==> config.mk <==
export PLATFORM = sky130hd
export DESIGN_NAME = game_top
export DESIGN_NICKNAME = d
export VERILOG_FILES = /design/src/design/game_pkg.sv /design/src/design/chart_mem.sv /design/src/design/beat_timer.sv /design/src/design/note_sequencer.sv /design/src/design/hit_scorer.sv /design/src/design/note_output.sv /design/src/design/game_top.sv
export VERILOG_INCLUDE_DIRS = /design/src /design/src/include
export SDC_FILE = /design/constraint.sdc
export NUM_CORES = 1
export LEC_CHECK = 0
export BUFFER_PORTS_ARGS = -buffer_cell sky130_fd_sc_hd__buf_2
export CELL_PAD_IN_SITES_DETAIL_PLACEMENT = 1
export CELL_PAD_IN_SITES_GLOBAL_PLACEMENT = 2
export CORE_ASPECT_RATIO = 0.5
export CORE_MARGIN = 8
export CORE_UTILIZATION = 40
export CTS_CLUSTER_SIZE = 12
export DETAILED_ROUTE_END_ITERATION = 12
export GPL_TIMING_DRIVEN = 0
export PLACE_DENSITY = 0.7
export REMOVE_ABC_BUFFERS = 1
export SETUP_SLACK_MARGIN = 0.4
export SLEW_MARGIN = 25
export SYNTH_ARGS = -nofsm -noshare
export SYNTH_HDL_FRONTEND = slang
export SYNTH_SLANG_ARGS = --single-unit
==> constraint.sdc <==
create_clock -name prog_clk -period 4.9 [get_ports prog_clk]
set_input_delay 0 -clock prog_clk [delete_from_list [all_inputs] [get_ports prog_clk]]
set_output_delay 0 -clock prog_clk [all_outputs]
set_load 0.005 [all_outputs]
==> src/include/game_settings.svh <==
`ifndef GAME_SETTINGS_SVH
`define GAME_SETTINGS_SVH

// Chart storage
`define CHART_LEN 16
`define CHART_AW 4

// Step and sample timing in prog_clk cycles
`define STEP_CYCLES 64
`define SAMPLE_CYCLES 32

// Steps each countdown digit is shown
`define COUNT_STEPS 2

// Middle octave tone half-periods in cycles
`define HALF_C 3
`define HALF_D 4
`define HALF_E 5
`define HALF_F 6
`define HALF_G 7
`define HALF_A 8
`define HALF_B 9

// Points per timing window position
`define PTS_EXACT 10
`define PTS_NEAR 8
`define PTS_LATE 5

`define SCORE_W 14

`endif

==> src/design/game_pkg.sv <==
`include "game_settings.svh"

package game_pkg;

    // Value 2'b11 is not a legal octave
    typedef enum logic [1:0] {
        OCT_MID  = 2'b00,
        OCT_LOW  = 2'b01,
        OCT_HIGH = 2'b10
    } octave_t;

    // Key is one-hot, C in bit 0 up to B in bit 6
    typedef struct packed {
        octave_t    oct;
        logic [6:0] key;
    } note_fields_t;

    // Stored and compared as a word, decoded through fields
    typedef union packed {
        logic [8:0]   raw;
        note_fields_t fields;
    } note_t;

    // Wraps on overflow
    typedef logic [`SCORE_W-1:0] score_t;

    // Anything that is not a single key in a legal octave is a rest
    function automatic logic note_valid(note_t n);
        return (n.fields.oct != 2'b11) && $onehot(n.fields.key);
    endfunction

endpackage

==> src/design/chart_mem.sv <==
`timescale 1ns/1ps
`include "game_settings.svh"

module chart_mem (
    input  logic                 prog_clk,
    input  logic                 rst,
    input  logic                 chart_wr_en,
    input  logic [`CHART_AW-1:0] chart_wr_addr,
    input  game_pkg::note_t      chart_wr_note,
    input  logic [`CHART_AW-1:0] read_addr,
    output game_pkg::note_t      read_note
);
    import game_pkg::*;

    note_t mem [`CHART_LEN];

    // Write lands at the strobe edge
    always_ff @(posedge prog_clk) begin
        if (chart_wr_en) begin
            mem[chart_wr_addr] <= chart_wr_note;
        end
    end

    // Read data follows the address by one cycle
    always_ff @(posedge prog_clk or posedge rst) begin
        if (rst) begin
            read_note <= '0;
        end else begin
            read_note <= mem[read_addr];
        end
    end

endmodule

==> src/design/beat_timer.sv <==
`timescale 1ns/1ps
`include "game_settings.svh"

module beat_timer (
    input  logic       prog_clk,
    input  logic       rst,
    output logic       step_tick,
    output logic       sample_tick,
    output logic [1:0] count_digit,
    output logic       playing
);
    localparam int CYC_W = $clog2(`STEP_CYCLES);
    localparam int DIG_W = $clog2(`COUNT_STEPS + 1);

    logic [CYC_W-1:0] cyc_cnt;
    logic [DIG_W-1:0] dig_steps;
    logic             step_end;
    logic             half_end;

    // Last cycle of a step and of its first half
    assign step_end = (cyc_cnt == CYC_W'(`STEP_CYCLES - 1));
    assign half_end = (cyc_cnt == CYC_W'(`SAMPLE_CYCLES - 1));

    always_ff @(posedge prog_clk or posedge rst) begin
        if (rst) begin
            cyc_cnt     <= '0;
            step_tick   <= 1'b0;
            sample_tick <= 1'b0;
        end else begin
            cyc_cnt     <= step_end ? '0 : cyc_cnt + 1'b1;
            step_tick   <= step_end;
            sample_tick <= step_end | half_end;
        end
    end

    // Countdown 3 to 0, then play
    always_ff @(posedge prog_clk or posedge rst) begin
        if (rst) begin
            dig_steps   <= '0;
            count_digit <= 2'd3;
            playing     <= 1'b0;
        end else if (step_tick && !playing) begin
            if (dig_steps == DIG_W'(`COUNT_STEPS - 1)) begin
                dig_steps <= '0;
                if (count_digit == 2'd0) begin
                    playing <= 1'b1;
                end else begin
                    count_digit <= count_digit - 2'd1;
                end
            end else begin
                dig_steps <= dig_steps + 1'b1;
            end
        end
    end

    // Digit moves down by one at most while waiting, never wrapping
    assert property (@(posedge prog_clk) disable iff (rst)
        !playing |=> (count_digit == $past(count_digit)) ||
                     ($past(count_digit) != 2'd0 &&
                      count_digit == $past(count_digit) - 2'd1));

endmodule

==> src/design/note_sequencer.sv <==
`timescale 1ns/1ps
`include "game_settings.svh"

module note_sequencer (
    input  logic                 prog_clk,
    input  logic                 rst,
    input  logic                 step_tick,
    input  logic                 playing,
    input  logic [`CHART_AW:0]   chart_len,
    output logic [`CHART_AW-1:0] read_addr,
    input  game_pkg::note_t      read_note,
    output game_pkg::note_t      cur_note,
    output logic                 done
);
    // One bit wider than the address so a full chart can be counted
    logic [`CHART_AW:0] idx;
    logic [`CHART_AW:0] idx_next;
    logic               advance;

    assign advance   = step_tick && playing && !done;
    assign idx_next  = idx + 1'b1;
    assign read_addr = idx[`CHART_AW-1:0];

    // Index and end of chart
    always_ff @(posedge prog_clk or posedge rst) begin
        if (rst) begin
            idx  <= '0;
            done <= 1'b0;
        end else if (advance) begin
            idx <= idx_next;
            if (idx_next == chart_len) begin
                done <= 1'b1;
            end
        end
    end

    // Read data already points at idx, so load it on the tick
    always_ff @(posedge prog_clk or posedge rst) begin
        if (rst) begin
            cur_note <= '0;
        end else if (advance) begin
            cur_note <= read_note;
        end
    end

    // Holds until the next reset
    assert property (@(posedge prog_clk) disable iff (rst)
        done |=> done);

endmodule

==> src/design/hit_scorer.sv <==
`timescale 1ns/1ps
`include "game_settings.svh"

module hit_scorer (
    input  logic             prog_clk,
    input  logic             rst,
    input  logic             sample_tick,
    input  logic             playing,
    input  logic             done,
    input  game_pkg::note_t  cur_note,
    input  game_pkg::note_t  key_in,
    output game_pkg::score_t score
);
    import game_pkg::*;

    // hist[0] is the previous sample, hist[2] the oldest
    note_t  hist [3];
    score_t points;
    logic   active;

    assign active = sample_tick && playing && !done;

    // Earliest match in the window wins
    always_comb begin
        points = '0;
        if (note_valid(cur_note)) begin
            if (cur_note.raw == key_in.raw || cur_note.raw == hist[0].raw) begin
                points = score_t'(`PTS_EXACT);
            end else if (cur_note.raw == hist[1].raw) begin
                points = score_t'(`PTS_NEAR);
            end else if (cur_note.raw == hist[2].raw) begin
                points = score_t'(`PTS_LATE);
            end
        end
    end

    always_ff @(posedge prog_clk or posedge rst) begin
        if (rst) begin
            hist[0] <= '0;
            hist[1] <= '0;
            hist[2] <= '0;
        end else if (active) begin
            hist[0] <= key_in;
            hist[1] <= hist[0];
            hist[2] <= hist[1];
        end
    end

    always_ff @(posedge prog_clk or posedge rst) begin
        if (rst) begin
            score <= '0;
        end else if (active) begin
            score <= score + points;
        end
    end

    // Score moves only right after a sample
    assert property (@(posedge prog_clk) disable iff (rst)
        !sample_tick |=> $stable(score));

endmodule

==> src/design/note_output.sv <==
`timescale 1ns/1ps
`include "game_settings.svh"

module note_output (
    input  logic            prog_clk,
    input  logic            rst,
    input  game_pkg::note_t cur_note,
    output logic            tone,
    output logic [7:0]      led
);
    import game_pkg::*;

    localparam int HP_W = $clog2(2 * `HALF_B + 1);

    logic [HP_W-1:0] mid_half;
    logic [HP_W-1:0] half;
    logic [HP_W-1:0] hp_cnt;
    logic [7:0]      led_next;
    logic            valid;
    note_t           note_q;

    assign valid = note_valid(cur_note);

    always_comb begin
        case (cur_note.fields.key)
            7'b0000001: mid_half = HP_W'(`HALF_C);
            7'b0000010: mid_half = HP_W'(`HALF_D);
            7'b0000100: mid_half = HP_W'(`HALF_E);
            7'b0001000: mid_half = HP_W'(`HALF_F);
            7'b0010000: mid_half = HP_W'(`HALF_G);
            7'b0100000: mid_half = HP_W'(`HALF_A);
            7'b1000000: mid_half = HP_W'(`HALF_B);
            default:    mid_half = '0;
        endcase
    end

    // High octave halves the period, low doubles it
    always_comb begin
        case (cur_note.fields.oct)
            OCT_HIGH: half = mid_half >> 1;
            OCT_LOW:  half = mid_half << 1;
            default:  half = mid_half;
        endcase
    end

    // Key C on led[7] down to B on led[1]
    always_comb begin
        led_next = '0;
        if (valid) begin
            led_next[0] = (cur_note.fields.oct != OCT_MID);
            for (int i = 0; i < 7; i++) begin
                led_next[7 - i] = cur_note.fields.key[i];
            end
        end
    end

    always_ff @(posedge prog_clk or posedge rst) begin
        if (rst) begin
            note_q <= '0;
            hp_cnt <= '0;
            tone   <= 1'b0;
            led    <= '0;
        end else begin
            note_q <= cur_note;
            led    <= led_next;
            if (!valid) begin
                hp_cnt <= '0;
                tone   <= 1'b0;
            end else if (cur_note.raw != note_q.raw) begin
                hp_cnt <= '0;
            end else if (hp_cnt == half - 1'b1) begin
                hp_cnt <= '0;
                tone   <= ~tone;
            end else begin
                hp_cnt <= hp_cnt + 1'b1;
            end
        end
    end

    // At most one key lamp
    assert property (@(posedge prog_clk) disable iff (rst)
        $onehot0(led[7:1]));

endmodule

==> src/design/game_top.sv <==
`timescale 1ns/1ps
`include "game_settings.svh"

module game_top (
    input  logic                 prog_clk,
    input  logic                 rst,
    input  logic                 chart_wr_en,
    input  logic [`CHART_AW-1:0] chart_wr_addr,
    input  game_pkg::note_t      chart_wr_note,
    input  logic [`CHART_AW:0]   chart_len,
    input  game_pkg::note_t      key_in,
    output logic [1:0]           count_digit,
    output logic                 playing,
    output logic                 done,
    output game_pkg::note_t      cur_note,
    output game_pkg::score_t     score,
    output logic                 tone,
    output logic [7:0]           led
);
    import game_pkg::*;

    logic                 step_tick;
    logic                 sample_tick;
    logic [`CHART_AW-1:0] read_addr;
    note_t                read_note;

    chart_mem i_chart_mem (
        .prog_clk      (prog_clk),
        .rst           (rst),
        .chart_wr_en   (chart_wr_en),
        .chart_wr_addr (chart_wr_addr),
        .chart_wr_note (chart_wr_note),
        .read_addr     (read_addr),
        .read_note     (read_note)
    );

    beat_timer i_beat_timer (
        .prog_clk    (prog_clk),
        .rst         (rst),
        .step_tick   (step_tick),
        .sample_tick (sample_tick),
        .count_digit (count_digit),
        .playing     (playing)
    );

    note_sequencer i_note_sequencer (
        .prog_clk  (prog_clk),
        .rst       (rst),
        .step_tick (step_tick),
        .playing   (playing),
        .chart_len (chart_len),
        .read_addr (read_addr),
        .read_note (read_note),
        .cur_note  (cur_note),
        .done      (done)
    );

    hit_scorer i_hit_scorer (
        .prog_clk    (prog_clk),
        .rst         (rst),
        .sample_tick (sample_tick),
        .playing     (playing),
        .done        (done),
        .cur_note    (cur_note),
        .key_in      (key_in),
        .score       (score)
    );

    note_output i_note_output (
        .prog_clk (prog_clk),
        .rst      (rst),
        .cur_note (cur_note),
        .tone     (tone),
        .led      (led)
    );

endmodule

==> out/results.txt, run 1 <==
H-Tree Depth = 1
total gr overflow = 0
clk_skew = 0.0149 ns
slew margin rel. = 35.3%
Port Buffers = 65
most frequent cells in the layout = 144 x edfxtp_1, 117 x nand2_1, 91 x dfrtp_1, 65 x buf_2, 48 x xnor2_1
CP Launch Type = flop
final setup fails = 0
Synth Cell Area = 0.0106 mm2
effective utilization at floorplan = 40.4%
Worst-path clk slew = 0.07 ns
area share of the largest cell type after synthesis = 40.9%
cell area after layout = 0.0125 mm2
Bufs and invs on worst path = 4
post-synthesis cell count = 735
crit-path most repeated cell = inv_1
Max Slew Vio Count = 0
YS warnings = 0
antenna viol nets, final = 0
largest net degree at the start of global routing = 54
Ports = 66
Residual DRC = 0
maximum vdd ir drop = 0.242 mV
Final GP Congestion = 0.708
commonest non-fill, non-tap cell in the layout = edfxtp_1
Post-synth ARST share = 41.2%
Worst-Margin Slew = 0.966 ns
initial antenna violation count = 1
die height = 131 um
number of synthesized flops with an enable pin = 144
highest-delay cell along the critical path = fa_1
number of diodes = 0
Synth Register Bits = 245
Worst EP arrival = 4.66 ns
crit path cell chain = inv_1, ha_1, inv_1, fa_1, inv_1, ha_1, fa_1, xor2_1, and3_4, nand4_1, nor3_2, ha_1, inv_1, fa_1, nor2b_1, o21ai_0, nand2b_1, and3_1, nand2_1, xnor2_1
Overall Global Routing Usage = 15.0%
vias in the first global route = 6445
total core area = 0.0262 mm2
TritonCTS Buffers = 25
worst r2r src = i_note_sequencer.cur_note[5]$_DFFE_PP0P_
top cells by area, synth = edfxtp_1 41%, dfrtp_1 23%, mux4_2 9.6%
Area Growth Syn to Fin = 17.8%
WL final = 23700 um
worst skew pair latency = 0.54 ns
vias post-DR = 6035
CP max stage delay = 0.49 ns
TritonCTS clock tree = yes
Data required, critical path = 5.32 ns
fin crit share = 86.6%
Max clock buf depth = 3
routed len/inst = 19.7 um
Die Area = 0.0322 mm2
Total Power = 0.00412 W
layout cell share with drive strength beyond 1 = 23.0%
R2R cell count = 20
final hold vios = 0
P_leak = 4.86 nW
Worst path top cell family by delay = adder cells
CP Max Fanout = 5
Worst R2R End = i_hit_scorer.score[10]$_DFFE_PP0P_
WS Path Type = reg2reg
sequential area share after synthesis = 64.8%
worst hold path type = in2async
maxcap violations = 0
Avg Cell Area, Syn = 14.4 um2
Top FF cell, synth = edfxtp_1
Worst R2R Setup Slack = 0.66 ns
Row Count = 42
Pre-antenna DRT Iters = 4
RSZ-0062 raised after global routing = no
post-detailed-route via-to-cell ratio = 5.01
f_max = 236 MHz
HPWL after DPL = 15400 um
Min Hold Slack = 0.0503 ns
Yosys cell types = 51
area leader, netlist = edfxtp_1
TritonCTS Sinks = 245
DIE WIDTH = 246 um
first-pass GRT wire length = 37200 um
root buf cell = clkbuf_16
status = finished clean
post-layout net count = 894
Final min period = 4.24 ns
Placed Area = 0.0114 mm2
1st-iter DRT viols = 340
pwr/cell area = 330 mW/mm2
Critical Path End Type = flop
final cells by class:
| class | count | area (um2) |
|---|---|---|
| clock buffer | 42 | 709 |
| clock inverter | 4 | 37.5 |
| inverter | 30 | 118 |
| fill | 2630 | 13800 |
| timing repair buffer | 104 | 744 |
| sequential | 245 | 6870 |
| tap | 352 | 440 |
| multi-input combinational | 428 | 3550 |
sequential cells by signal, indices dropped and copies added, names as in the netlist:
signal and cells:
i_beat_timer.count_digit 2, i_beat_timer.cyc_cnt 6, i_beat_timer.dig_steps 2, i_beat_timer.playing 1
i_beat_timer.sample_tick 1, i_beat_timer.step_tick 1, i_chart_mem.mem 144, i_chart_mem.read_note 9
i_hit_scorer.hist 27, i_hit_scorer.score 14, i_note_output.hp_cnt 5, i_note_output.led 8
i_note_output.note_q 9, i_note_output.tone 1, i_note_sequencer.cur_note 9, i_note_sequencer.done 1
i_note_sequencer.idx 5
power by group:
group	internal, W	switching (W)	total (W)
Clock	0.000991	0.000801	0.00179
Combinational	0.0000385	0.0000638	0.000102
Sequential	0.00222	0.00000561	0.00222
Total	0.00325	0.000870	0.00412
what timing repair did:
action,in CTS,in global routing
resized for setup,8,2
buffers inserted,4,3
endpoints found under the hold margin,267,0
hold buffers,25,0
setup endpoints to repair,11,10
pin swaps,0,1
synth_stat cells (all sizes together) (3+ instances only):
cell and instances:
nor2b 5, dfrtp 99, a22oi 3, buf 7
nor4 4, inv 30, nand4 7, clkbuf 25
mux2i 3, o21ai 17, and3 3, nor3 13
a21o 3, edfxtp 144, nor2 42, nand3 18
nand2b 7, and2 4, xor2 34, ha 26
xnor2 48, nand2 118, mux4 45, fa 4
logic make-up after synthesis:
logic type      after synthesis  share of synthesized area (%)
fa+ha+maj                    30                           3.83
mux                          48                           9.98
xor+xnor                     82                           6.79
flops                       245                           64.8
buf+inv                      62                           2.31
simple gates                228                           9.54
compound gates               40                           2.80
tightest hold or removal path, stage by stage:
cell and delay, ns:
dlygate4sd3_1 0.53, buf_2 0.14, inv_6 0.35
metrics by stage:
| step | instances | setup TNS, ns | utilization [%] | setup WS, ns |
|---|---|---|---|---|
| after CTS | 1202 | 0 | 47.4 | 0.469 |
| after global placement | 1120 | -0.363 | 42.8 | -0.0810 |
| after detailed placement | 1127 | -0.740 | 43.4 | -0.140 |
| after global routing | 1205 | 0 | 47.5 | 0.386 |
| after floorplan | 703 | 0 | - | 0.758 |
| final | 1205 | 0 | 47.5 | 0.656 |
worst max path at each step:
stage	start	to	slack, ns	cells after the start
floorplan	i_note_sequencer.cur_note[4]$_DFFE_PP0P_	i_hit_scorer.score[10]$_DFFE_PP0P_	0.76	20
global placement	i_note_sequencer.cur_note[5]$_DFFE_PP0P_	i_hit_scorer.score[10]$_DFFE_PP0P_	-0.08	20
detailed placement	i_note_sequencer.cur_note[5]$_DFFE_PP0P_	i_hit_scorer.score[10]$_DFFE_PP0P_	-0.14	20
CTS	i_note_sequencer.cur_note[5]$_DFFE_PP0P_	i_hit_scorer.score[10]$_DFFE_PP0P_	0.47	20
global route	i_note_sequencer.cur_note[5]$_DFFE_PP0P_	i_hit_scorer.score[6]$_DFFE_PP0P_	0.39	20
finish	i_note_sequencer.cur_note[5]$_DFFE_PP0P_	i_hit_scorer.score[10]$_DFFE_PP0P_	0.66	20
routing by layer:
metal  GRT usage, %  part of all wire, %  vias up
li1               -                    -     2808
met1           20.9                   48     3107
met2           24.5                   47       92
met3           2.90                  3.7       28
met4           2.64                  1.2        0
met5              0                    0        -
Note: power is estimated with default switching activity, not from simulation.
==> run 2, diff against run 1 <==
--- a/config.mk
+++ b/config.mk
@@ -16,8 +16,8 @@
 export DETAILED_ROUTE_END_ITERATION = 12
 export GPL_TIMING_DRIVEN = 0
 export PLACE_DENSITY = 0.7
+export RECOVER_POWER = 25
 export REMOVE_ABC_BUFFERS = 1
-export SETUP_SLACK_MARGIN = 0.4
 export SLEW_MARGIN = 25
 export SYNTH_ARGS = -nofsm -noshare
 export SYNTH_HDL_FRONTEND = slang
==> run 2 against run 1 <==
Compared with the run above:
- the run now ends with max-capacitance violations, max-slew violations left
- cell area fell by 0.30%
- global-route usage is essentially flat
- routed wire length is essentially flat
- non-clock buffer count decreased by 2
- power is essentially flat
- flip-flop and latch count unchanged
- via count down 0.35%
- largest power group unchanged
- highest routed layer unchanged
- worst setup slack lost 0.17 ns
- fmax shrank 3.9%
- core utilization shrank 0.14 points
==> out/results.txt, run 2 (synthesized netlist as in run 1, its figures left out) <==
status = complete, but fails checks
failing checks = max-capacitance violations, max-slew violations
Row Count = 42
largest net degree at the start of global routing = 54
Max clock buf depth = 3
HPWL after DPL = 15400 um
CP max stage delay = 0.62 ns
slew margin rel. = -64.7%
effective utilization at floorplan = 40.4%
Hold Startpoint = chart_wr_addr[2]
number of diodes = 0
P_leak = 4.83 nW
first-pass GRT wire length = 37100 um
CP Max Fanout = 13
WL final = 23700 um
H-Tree Depth = 1
WS Path Type = reg2reg
vias in the first global route = 6420
R2R cell count = 18
Worst R2R Setup Slack = 0.48 ns
root buf cell = clkbuf_16
Final GP Congestion = 0.708
Worst R2R End = i_hit_scorer.score[10]$_DFFE_PP0P_
Min Hold Slack = 0.0987 ns
CP Launch Type = flop
f_max = 226 MHz
total core area = 0.0262 mm2
Pre-antenna DRT Iters = 4
most frequent cells in the layout = 144 x edfxtp_1, 117 x nand2_1, 92 x dfrtp_1, 57 x buf_2, 48 x xnor2_1
top flop regs = i_chart_mem.mem: 144 flops, i_hit_scorer.hist: 27 flops, i_hit_scorer.score: 14 flops
Worst-path clk slew = 0.07 ns
Area Growth Syn to Fin = 17.4%
worst r2r src = i_note_sequencer.cur_note[6]$_DFFE_PP0P_
Bufs and invs on worst path = 3
Worst path top cell family by delay = adder cells
Worst EP arrival = 4.84 ns
TritonCTS Sinks = 245
initial antenna violation count = 1
vias post-DR = 6014
max reg flops = 144
antenna viol nets, final = 0
RSZ-0062 raised after global routing = no
TritonCTS Buffers = 25
Max Slew Vio Count = 49
post-detailed-route via-to-cell ratio = 5.00
final setup fails = 0
total gr overflow = 0
worst skew pair latency = 0.55 ns
Data required, critical path = 5.32 ns
clk_skew = 0.0155 ns
Final min period = 4.42 ns
maximum vdd ir drop = 0.243 mV
worst hold path type = in2reg
Ports = 66
post-layout net count = 892
Die Area = 0.0322 mm2
maxcap violations = 1
pwr/cell area = 331 mW/mm2
Overall Global Routing Usage = 14.9%
commonest non-fill, non-tap cell in the layout = edfxtp_1
Worst-Margin Slew = 2.46 ns
hold depth = 3
die height = 131 um
Critical Path End Type = flop
end of the worst hold path = i_chart_mem.mem[2][7]$_DFFE_PP_
DIE WIDTH = 246 um
TritonCTS clock tree = yes
Final Util = 47.4%
1st-iter DRT viols = 381
Port Buffers = 65
final hold vios = 0
crit path cell chain = inv_1, fa_1, inv_1, ha_1, fa_1, xor2_1, and3_1, nand4_1, nor3_2, ha_1, inv_1, fa_1, nor2b_1, o21ai_0, nand2b_1, and3_1, nand2_1, xnor2_1
highest-delay cell along the critical path = dfrtp_2
Reg with most FFs = i_chart_mem.mem
layout cell share with drive strength beyond 1 = 21.6%
Residual DRC = 0
fin crit share = 90.1%
routed len/inst = 19.7 um
run 2: cell type report:
type,instances,area (um2)
flip-flops and latches,245,6870
well taps,352,440
inverters,30,114
multi-input cells,428,3540
clock buffers,42,709
repair buffers,102,719
clock inverters,4,37.5
fillers,2633,13800
run 2: worst max path at each step:
stage	startpoint	to	slack [ns]	cells after the start
3_5_place_dp	i_note_sequencer.cur_note[5]$_DFFE_PP0P_	i_hit_scorer.score[10]$_DFFE_PP0P_	-0.14	20
3_3_place_gp	i_note_sequencer.cur_note[5]$_DFFE_PP0P_	i_hit_scorer.score[10]$_DFFE_PP0P_	-0.08	20
4_1_cts	i_note_sequencer.cur_note[6]$_DFFE_PP0P_	i_hit_scorer.score[10]$_DFFE_PP0P_	0.003	18
6_report	i_note_sequencer.cur_note[6]$_DFFE_PP0P_	i_hit_scorer.score[10]$_DFFE_PP0P_	0.48	18
5_1_grt	i_note_sequencer.cur_note[6]$_DFFE_PP0P_	i_hit_scorer.score[6]$_DFFE_PP0P_	0.13	18
2_1_floorplan	i_note_sequencer.cur_note[4]$_DFFE_PP0P_	i_hit_scorer.score[10]$_DFFE_PP0P_	0.76	20
run 2: worst reg2reg max path, cell delays in order (launching register included):
cell	delay (ns)
dfrtp_2	0.62
inv_1	0.19
fa_1	0.56
inv_1	0.05
ha_1	0.20
fa_1	0.37
xor2_1	0.22
and3_1	0.34
nand4_1	0.15
nor3_2	0.19
ha_1	0.22
inv_1	0.06
fa_1	0.39
nor2b_1	0.13
o21ai_0	0.08
nand2b_1	0.11
and3_1	0.21
nand2_1	0.08
xnor2_1	0.14
run 2: report_power, final:
part | internal [W] | switching (W) | total (W)
clock | 0.000991 | 0.000802 | 0.00179
combinational | 0.0000376 | 0.0000638 | 0.000101
sequential | 0.00222 | 0.00000560 | 0.00222
run 2: timing repair:
item / CTS / global route
hold buffers: 25 / 0
setup buffers: 0 / 5
endpoints found under the hold margin: 267 / 0
gates resized for setup: 4 / 2
setup endpoints to repair: 8 / 10
run 2: layer usage:
layer / part of all wire [%] / vias up / global-route usage (%)
met4: 0.99 / 0 / 2.64
li1: - / 2804 / -
met2: 47 / 95 / 24.4
met5: 0 / - / 0
met1: 48 / 3093 / 20.9
met3: 3.8 / 22 / 2.90
run 2: through the flow:
step	total power (W)	worst slack (ns)	std cells	TNS [ns]	area, um2
floorplan	0.00230	0.758	703	0	10500
CTS	0.00417	0.00313	1198	0	12400
finish	0.00412	0.484	1203	0	12400
global route	0.00426	0.134	1203	0	12400
detailed placement	0.00235	-0.140	1127	-0.740	11400
global placement	0.00234	-0.0810	1120	-0.363	11200
